**config.mk**
```make
export PLATFORM = sky130hd
export DESIGN_NAME = rtg_fetch_flat
export DESIGN_NICKNAME = d
export VERILOG_FILES = /design/src/rtg_pkg.sv /design/src/rtg_if.sv /design/src/rtg_fetch.sv /design/src/flat_wrapper.sv
export SDC_FILE = /design/constraint.sdc
export NUM_CORES = 1
export LEC_CHECK = 0
export ABC_AREA = 1
export BUFFER_PORTS_ARGS = -buffer_cell sky130_fd_sc_hd__buf_2
export CORE_UTILIZATION = 60
export CTS_CLUSTER_DIAMETER = 40
export DETAILED_ROUTE_END_ITERATION = 6
export HOLD_SLACK_MARGIN = 0.15
export PLACE_DENSITY = 0.88
export SLEW_MARGIN = 20
export SYNTH_ARGS = -nofsm -noshare
export SYNTH_HDL_FRONTEND = slang
export SYNTH_SLANG_ARGS = --single-unit
```
**constraint.sdc**
```tcl
create_clock -name CLK_114 -period 3.66 [get_ports CLK_114]
set_clock_uncertainty 0.05 [all_clocks]
set_input_delay 0.366 -clock CLK_114 [delete_from_list [all_inputs] [get_ports CLK_114]]
set_output_delay 0.366 -clock CLK_114 [all_outputs]
set_load 0.05 [all_outputs]
```
**src/rtg_pkg.sv**
```systemverilog
/* RTG display path shared definitions
   Widths, register map and fetch FSM states */
`default_nettype none

package rtg_pkg;

	//////////////////////////////////////////////////////////////////////
	// Data widths
	//////////////////////////////////////////////////////////////////////
	typedef logic [15:0] word_t;       // External memory word
	typedef logic [23:0] addr_t;       // Word address
	typedef logic [23:0] rgb_t;        // 8-8-8 colour
	typedef logic [7:0]  chan_t;       // One colour channel
	typedef logic [7:0]  clut_idx_t;   // Palette index
	typedef logic [3:0]  pix_width_t;  // Clocks per fetch minus one
	typedef logic [6:0]  vbend_t;      // Lines of blank after native vblank

	//////////////////////////////////////////////////////////////////////
	// Register map, 9-bit word address
	//////////////////////////////////////////////////////////////////////
	localparam logic [8:0] REG_CTRL   = 9'd0;
	localparam logic [8:0] REG_TIMING = 9'd1;
	localparam logic [8:0] REG_BASE   = 9'd2;
	localparam logic [8:0] PAL_BASE   = 9'd256;  // Palette occupies 256..511

	localparam int CTRL_ENABLE = 0;  // RTG on
	localparam int CTRL_CLUT   = 1;  // 8-bit indexed mode
	localparam int CTRL_EXT    = 2;  // Extra fetch at blank start
	localparam int CTRL_HPOL   = 3;
	localparam int CTRL_VPOL   = 4;
	localparam int CTRL_LOWRES = 5;  // Native strobe every 4 clocks

	typedef enum logic [1:0] {
		IDLE,
		REQ,
		FILL
	} fetch_state_t;

	localparam int BURST_LEN  = 4;   // Words per memory burst
	localparam int FIFO_DEPTH = 16;

endpackage

`default_nettype wire

```
**src/rtg_if.sv**
```systemverilog
/* Configuration and pixel beat bundles for the RTG display path */
`default_nettype none

interface rtg_cfg_if;
	import rtg_pkg::*;

	logic       enable;
	logic       clut;
	logic       ext;
	logic       hpol;
	logic       vpol;
	logic       lowres;
	pix_width_t pix_width;
	vbend_t     vbend;
	addr_t      base_addr;

	modport source (output enable, clut, ext, hpol, vpol, lowres, pix_width, vbend, base_addr);
	modport sink   (input  enable, clut, ext, hpol, vpol, lowres, pix_width, vbend, base_addr);
endinterface

interface rtg_beat_if;
	logic fetch;      // FIFO pop
	logic blank_dly;  // Blank aligned to pixel data
	logic byte_sel;   // Low byte as palette index
	logic restart;    // Native vblank, flushes the fetcher

	modport source (output fetch, blank_dly, byte_sel, restart);
	modport sink   (input  fetch, blank_dly, byte_sel, restart);
endinterface

`default_nettype wire

```
**src/rtg_fetch.sv**
```systemverilog
/* Burst fetcher from external memory into a word FIFO
   Each fetch strobe pops one word to the display */
`default_nettype none

module rtg_fetch #(
	parameter int BURST_LEN  = rtg_pkg::BURST_LEN,
	parameter int FIFO_DEPTH = rtg_pkg::FIFO_DEPTH
) (
	input  wire                 CLK_114,
	input  wire                 rst_n,
	rtg_cfg_if.sink             cfg,
	rtg_beat_if.sink            beat,
	output logic                mem_req,
	output rtg_pkg::addr_t      mem_addr,
	input  wire                 mem_fill,
	input  wire rtg_pkg::word_t mem_data,
	output rtg_pkg::word_t      q
);
	import rtg_pkg::*;

	localparam int PTR_W = $clog2(FIFO_DEPTH);
	localparam int LVL_W = $clog2(FIFO_DEPTH + 1);
	localparam int CNT_W = $clog2(BURST_LEN + 1);

	fetch_state_t     state;
	addr_t            addr;
	logic [CNT_W-1:0] fill_cnt;
	logic             drop;       // Burst abandoned by a restart
	word_t            fifo [FIFO_DEPTH];
	logic [PTR_W-1:0] wr_ptr;
	logic [PTR_W-1:0] rd_ptr;
	logic [LVL_W-1:0] level;
	logic             flush;
	logic             push;
	logic             pop;
	logic             last_fill;

	function automatic logic [PTR_W-1:0] ptr_inc(input logic [PTR_W-1:0] p);
		return (p == PTR_W'(FIFO_DEPTH - 1)) ? '0 : p + 1'b1;
	endfunction

	assign flush     = beat.restart | ~cfg.enable;
	assign push      = mem_fill && (state != IDLE) && !drop && !flush;
	assign pop       = beat.fetch && (level != '0) && !flush;  // Empty repeats q
	assign last_fill = mem_fill && (state != IDLE) && (fill_cnt == CNT_W'(BURST_LEN - 1));
	assign mem_req   = (state != IDLE);  // Held up to the last fill
	assign mem_addr  = addr;

	//////////////////////////////////////////////////////////////////////
	// Burst FSM
	//////////////////////////////////////////////////////////////////////
	always_ff @(posedge CLK_114 or negedge rst_n) begin
		if (!rst_n) begin
			state    <= IDLE;
			addr     <= '0;
			fill_cnt <= '0;
			drop     <= 1'b0;
		end else begin
			case (state)
				IDLE: begin
					fill_cnt <= '0;
					drop     <= 1'b0;
					if (flush)
						addr <= cfg.base_addr;  // Frame restarts at the base
					else if (int'(level) <= FIFO_DEPTH - BURST_LEN)
						state <= REQ;           // Room for a whole burst
				end
				REQ, FILL: begin
					if (flush)
						drop <= 1'b1;
					if (mem_fill) begin
						fill_cnt <= fill_cnt + 1'b1;
						state    <= FILL;
					end
					if (last_fill) begin
						state <= IDLE;
						addr  <= (drop || flush) ? cfg.base_addr : addr + addr_t'(BURST_LEN);
					end
				end
				default: state <= IDLE;
			endcase
		end
	end

	//////////////////////////////////////////////////////////////////////
	// FIFO
	//////////////////////////////////////////////////////////////////////
	always_ff @(posedge CLK_114 or negedge rst_n) begin
		if (!rst_n) begin
			wr_ptr <= '0;
			rd_ptr <= '0;
			level  <= '0;
		end else if (flush) begin
			wr_ptr <= '0;
			rd_ptr <= '0;
			level  <= '0;
		end else begin
			if (push)
				wr_ptr <= ptr_inc(wr_ptr);
			if (pop)
				rd_ptr <= ptr_inc(rd_ptr);
			level <= level + LVL_W'(push) - LVL_W'(pop);
		end
	end

	always_ff @(posedge CLK_114) begin
		if (push)
			fifo[wr_ptr] <= mem_data;
		if (pop)
			q <= fifo[rd_ptr];
	end

	a_no_overflow: assert property (@(posedge CLK_114) disable iff (!rst_n)
		push |-> int'(level) < FIFO_DEPTH)
		else $error("Push into full FIFO");

endmodule

`default_nettype wire

```
**src/flat_wrapper.sv**
```systemverilog
// flat-port wrapper written by rule: the top's interface ports become plain ports
module rtg_fetch_flat import rtg_pkg::*;
#(
	parameter int BURST_LEN  = rtg_pkg::BURST_LEN,
	parameter int FIFO_DEPTH = rtg_pkg::FIFO_DEPTH
)
  (CLK_114, rst_n, mem_req, mem_addr, mem_fill, mem_data, q, cfg_enable, cfg_clut, cfg_ext, cfg_hpol, cfg_vpol, cfg_lowres, cfg_pix_width, cfg_vbend, cfg_base_addr, beat_fetch, beat_blank_dly, beat_byte_sel, beat_restart);
  rtg_cfg_if cfg_i ();
  rtg_beat_if beat_i ();
  input  wire CLK_114;
  input  wire rst_n;
  output logic mem_req;
  output rtg_pkg::addr_t mem_addr;
  input  wire mem_fill;
  input  wire rtg_pkg::word_t mem_data;
  output rtg_pkg::word_t q;
  input wire logic [$bits(cfg_i.enable)-1:0] cfg_enable;
  input wire logic [$bits(cfg_i.clut)-1:0] cfg_clut;
  input wire logic [$bits(cfg_i.ext)-1:0] cfg_ext;
  input wire logic [$bits(cfg_i.hpol)-1:0] cfg_hpol;
  input wire logic [$bits(cfg_i.vpol)-1:0] cfg_vpol;
  input wire logic [$bits(cfg_i.lowres)-1:0] cfg_lowres;
  input wire logic [$bits(cfg_i.pix_width)-1:0] cfg_pix_width;
  input wire logic [$bits(cfg_i.vbend)-1:0] cfg_vbend;
  input wire logic [$bits(cfg_i.base_addr)-1:0] cfg_base_addr;
  input wire logic [$bits(beat_i.fetch)-1:0] beat_fetch;
  input wire logic [$bits(beat_i.blank_dly)-1:0] beat_blank_dly;
  input wire logic [$bits(beat_i.byte_sel)-1:0] beat_byte_sel;
  input wire logic [$bits(beat_i.restart)-1:0] beat_restart;
  assign cfg_i.enable = cfg_enable;
  assign cfg_i.clut = cfg_clut;
  assign cfg_i.ext = cfg_ext;
  assign cfg_i.hpol = cfg_hpol;
  assign cfg_i.vpol = cfg_vpol;
  assign cfg_i.lowres = cfg_lowres;
  assign cfg_i.pix_width = cfg_pix_width;
  assign cfg_i.vbend = cfg_vbend;
  assign cfg_i.base_addr = cfg_base_addr;
  assign beat_i.fetch = beat_fetch;
  assign beat_i.blank_dly = beat_blank_dly;
  assign beat_i.byte_sel = beat_byte_sel;
  assign beat_i.restart = beat_restart;
  rtg_fetch #(.BURST_LEN(BURST_LEN), .FIFO_DEPTH(FIFO_DEPTH)) u_core (.CLK_114(CLK_114), .rst_n(rst_n), .cfg(cfg_i), .beat(beat_i), .mem_req(mem_req), .mem_addr(mem_addr), .mem_fill(mem_fill), .mem_data(mem_data), .q(q));
endmodule
```
==> metrics.txt <==
# TYPE chip_impl_metric gauge
chip_impl_info{name="status",value="finished, final reports clean"} 1
chip_impl_info{name="synth_flop_cell",value="sky130_fd_sc_hd__edfxtp_1"} 1
chip_impl_metric{name="ys_types",unit=""} 38
chip_impl_metric{name="maxClockFrequency",unit="MHz"} 347
chip_impl_metric{name="wire_length_of_the_first_global_routing_pass",unit="um"} 50500
chip_impl_info{name="yosys.area.top_type",value="sky130_fd_sc_hd__edfxtp_1"} 1
chip_impl_metric{name="setup_viol",unit=""} 0
chip_impl_metric{name="drc",unit=""} 0
chip_impl_metric{name="post_cts_buffers",unit=""} 0
chip_impl_metric{name="detail_route.first_pass.iterations",unit=""} 5
chip_impl_metric{name="power_per_cell_area",unit="nW/um2"} 641
chip_impl_metric{name="finalMaxSlewViolations",unit=""} 0
chip_impl_metric{name="place_congestion",unit=""} 0.864
chip_impl_metric{name="cts_buffer_depth",unit=""} 3
chip_impl_metric{name="setup_total_negative_slack",unit="ps"} 0
chip_impl_metric{name="hold_slack",unit="ps"} 165
chip_impl_info{name="grt_most_used_layer",value="met2"} 1
chip_impl_metric{name="ys_seq_elements",unit=""} 315
chip_impl_metric{name="tightestPinTransition",unit="ps"} 968
chip_impl_metric{name="vias_per_cell",unit=""} 6.11
chip_impl_metric{name="grt_start_max_net_pins",unit=""} 81
chip_impl_metric{name="standby_leakage_power",unit="uW"} 0.00577
chip_impl_metric{name="detail_route.wirelength",unit="um"} 33700
chip_impl_metric{name="cts-htree-levels",unit=""} 2
chip_impl_metric{name="grt.met1_usage",unit="%"} 34.9
chip_impl_metric{name="synth_largest_type_area_fraction",unit="%"} 60.9
chip_impl_metric{name="grt_pass1_vias",unit=""} 9699
chip_impl_metric{name="layout_utilization",unit="%"} 71.8
chip_impl_metric{name="global_route.overflow_total",unit=""} 0
chip_impl_metric{name="row_count",unit=""} 54
chip_impl_metric{name="coreArea",unit="um2"} 21900
chip_impl_metric{name="antenna_found_initial",unit=""} 0
chip_impl_info{name="startpoint_type",value="register"} 1
chip_impl_info{name="holdCritPathClass",value="in2reg"} 1
chip_impl_metric{name="post-route-cell-area",unit="um2"} 15700
chip_impl_info{name="cts_tree",value="built"} 1
chip_impl_metric{name="relative_area_change_from_synthesis_to_final_layout",unit="%"} 17.1
chip_impl_metric{name="detailed_place_hpwl",unit="um"} 17800
chip_impl_metric{name="layout.filler_cells",unit=""} 1357
chip_impl_metric{name="detail_route.iter0.violations",unit=""} 969
chip_impl_metric{name="dpl-instance-area",unit="um2"} 14200
chip_impl_metric{name="synth.yosys.seq_area_share",unit="%"} 68.9
chip_impl_metric{name="synth-edff-count",unit=""} 272
chip_impl_metric{name="maxSlewHeadroom",unit="%"} 35.4
chip_impl_metric{name="grtUsageMet2",unit="%"} 51.9
chip_impl_metric{name="die_width",unit="um"} 152
chip_impl_metric{name="post_drt_wl_per_cell",unit="um"} 21.0
chip_impl_metric{name="worstPathMaxFanout",unit=""} 11
chip_impl_info{name="grt_setup_unrepaired",value="false"} 1
chip_impl_metric{name="maxCapViolations",unit=""} 0
chip_impl_metric{name="finalHoldViolCount",unit=""} 0
chip_impl_metric{name="start_util",unit="%"} 61.3
chip_impl_metric{name="syn_area",unit="um2"} 13400
chip_impl_info{name="main_area_contributors_after_synthesis",value="sky130_fd_sc_hd__edfxtp_1, sky130_fd_sc_hd__dfrtp_1, sky130_fd_sc_hd__nand2_1"} 1
chip_impl_metric{name="vdd.ir_drop.worst",unit="V"} 0.000682
chip_impl_metric{name="layout_min_cycle_time",unit="ps"} 2880
chip_impl_metric{name="clock_sink_count",unit=""} 315
chip_impl_metric{name="die_area",unit="um2"} 23000
chip_impl_metric{name="avgSynthCellArea",unit="um2"} 11.4
chip_impl_metric{name="antenna_left",unit=""} 0
chip_impl_metric{name="insertion_delay",unit="ps"} 510
chip_impl_metric{name="ys.warnings.count",unit=""} 0
chip_impl_metric{name="synth_async_sr_flop_share",unit="%"} 13.7
chip_impl_metric{name="fin_nets",unit=""} 1379
chip_impl_metric{name="worstPathRequired",unit="ps"} 3830
chip_impl_metric{name="worstPathArrival",unit="ps"} 3050
chip_impl_metric{name="mappedNetlistNets",unit=""} 1263
chip_impl_metric{name="clk_pin_slew",unit="ps"} 60
chip_impl_info{name="ctsRootBufferMaster",value="sky130_fd_sc_hd__clkbuf_16"} 1
chip_impl_metric{name="syn-instance-count",unit=""} 1180
chip_impl_metric{name="die_h",unit="um"} 152
chip_impl_metric{name="numCtsBuffers",unit=""} 37
chip_impl_metric{name="vias",unit=""} 9809
chip_impl_info{name="timing.critical_path.to_type",value="register"} 1
chip_impl_metric{name="layout-drive-gt1-share",unit="%"} 16.4
chip_impl_metric{name="io-pin-count",unit=""} 105
chip_impl_metric{name="grt.total_usage",unit="%"} 29.9
chip_impl_metric{name="io_buffer_count",unit=""} 86
chip_impl_metric{name="fin_crit_sh",unit="%"} 78.7
chip_impl_metric{name="groute.layer.met3.usage",unit="%"} 6.41
chip_impl_info{name="crit_type",value="reg2reg"} 1
repair_timing:
action | 4_1_cts | 5_1_grt
hold endpoints to repair | 66 | 0
hold buffers | 22 | 0
resized for setup | 0 | 0
per-stage QoR:
step	setup WS [ps]	std cells	total power, uW
3_5_place_dp	889	1514	6140
3_3_place_gp	1000	1514	6070
4_1_cts	840	1603	10000
5_1_grt	674	1604	10400
6_report	780	1605	10100
2_1_floorplan	729	1180	5750
power breakdown:
group | internal (uW) | leakage [uW] | switching (uW)
sequential | 4090 | 0.00298 | 227
combinational | 492 | 0.00216 | 1350
clock | 2450 | 0.000634 | 1470
synthesized netlist by cell type, types with 6 or more instances:
cell type	n
sky130_fd_sc_hd__clkbuf_1	17
sky130_fd_sc_hd__o22ai_1	8
sky130_fd_sc_hd__inv_1	64
sky130_fd_sc_hd__nand3_1	88
sky130_fd_sc_hd__ha_1	18
sky130_fd_sc_hd__o21ai_1	10
sky130_fd_sc_hd__edfxtp_1	272
sky130_fd_sc_hd__dfrtp_1	43
sky130_fd_sc_hd__a21oi_1	40
sky130_fd_sc_hd__buf_4	6
sky130_fd_sc_hd__nand2_1	250
sky130_fd_sc_hd__nor2_1	133
sky130_fd_sc_hd__o211ai_1	29
sky130_fd_sc_hd__nand4_1	32
sky130_fd_sc_hd__o21ai_0	89
sky130_fd_sc_hd__buf_2	26
critical path, stage by stage, from the launching register on:
cell	delay, ps
sky130_fd_sc_hd__dfrtp_1	360
sky130_fd_sc_hd__inv_1	60
sky130_fd_sc_hd__ha_1	280
sky130_fd_sc_hd__inv_2	110
sky130_fd_sc_hd__nand2_2	90
sky130_fd_sc_hd__nor2_2	290
sky130_fd_sc_hd__nand2_1	230
sky130_fd_sc_hd__nor2_2	790
sky130_fd_sc_hd__buf_4	320
routing by layer:
layer	up-vias	share of wire, %	routed length [um]
met5	-	0	0
met4	0	4.2	1420
met3	128	10	3460
met2	669	50	16900
met1	4635	35	11900
li1	4377	-	-
layout by cell type (no fill, tap or decap), types with 4 or more instances in the layout:
master                          Yosys  layout
sky130_fd_sc_hd__buf_2             26      86
sky130_fd_sc_hd__xnor2_1            4       4
sky130_fd_sc_hd__edfxtp_1         272     272
sky130_fd_sc_hd__o22ai_1            8       8
sky130_fd_sc_hd__clkinvlp_4         0       6
sky130_fd_sc_hd__nand4_1           32      32
sky130_fd_sc_hd__clkinv_2           0       5
sky130_fd_sc_hd__buf_4              6      24
sky130_fd_sc_hd__a21oi_1           40      40
sky130_fd_sc_hd__o211ai_1          29      29
sky130_fd_sc_hd__clkbuf_16          0      39
sky130_fd_sc_hd__nor2_1           133     120
sky130_fd_sc_hd__dfrtp_1           43      41
sky130_fd_sc_hd__ha_1              18      18
sky130_fd_sc_hd__nor2_2             4      17
sky130_fd_sc_hd__o21ai_0           89      89
sky130_fd_sc_hd__nor2_4             4       4
sky130_fd_sc_hd__dlygate4sd3_1      0      22
sky130_fd_sc_hd__or2_2              4       4
sky130_fd_sc_hd__bufinv_16          0       6
sky130_fd_sc_hd__inv_1             64      64
sky130_fd_sc_hd__nand3_1           88      88
sky130_fd_sc_hd__o21ai_1           10      10
sky130_fd_sc_hd__nand2_1          250     250
registers in the layout, summed over array words and instances (netlist names):
signal,count
u_core.q,16
u_core.state,2
u_core.level,5
u_core.wr_ptr,4
u_core.fifo,256
u_core.drop,1
u_core.mem_addr,24
u_core.rd_ptr,4
u_core.fill_cnt,3
layout make-up:
type	instances	area [um2]	share of cell area, %
repair buffers	134	871	5.54
well taps	280	350	2.23
inverters	68	256	1.63
diodes	1	2.50	0.0159
multi-input cells	740	3660	23.3
clock inverters	22	298	1.89
flip-flops and latches	315	9250	58.8
clock buffers	45	1030	6.54
cells by family (layout without fill, tap and decap cells):
family / after synthesis / count (layout) / share of synthesized area [%]
other: 0 / 1 / 0
xor gates and xnor gates: 7 / 7 / 0.457
DFF: 315 / 315 / 68.9
buffers and inverters: 125 / 269 / 4.16
adders and majority gates: 19 / 19 / 1.83
and+or+nand+nor: 529 / 529 / 16.9
AOI/OAI and AO/OA: 185 / 185 / 7.77
final timing paths:
path	from	endpoint	slack, ps	depth (start not counted)
worst max-delay path	u_core.state[0]	u_core.fifo[0][11]	780	8
worst min-delay path	cfg_base_addr[7]	u_core.mem_addr[7]	160	3
worst max register to register	u_core.state[0]	u_core.fifo[0][11]	780	8
worst min register to register	u_core.fill_cnt[0]	u_core.fill_cnt[0]	440	1
max in group asynchronous	rst_n	u_core.rd_ptr[0]	2830	3
min in group asynchronous	rst_n	u_core.fill_cnt[0]	240	2
(Power assumes the default switching activity.)
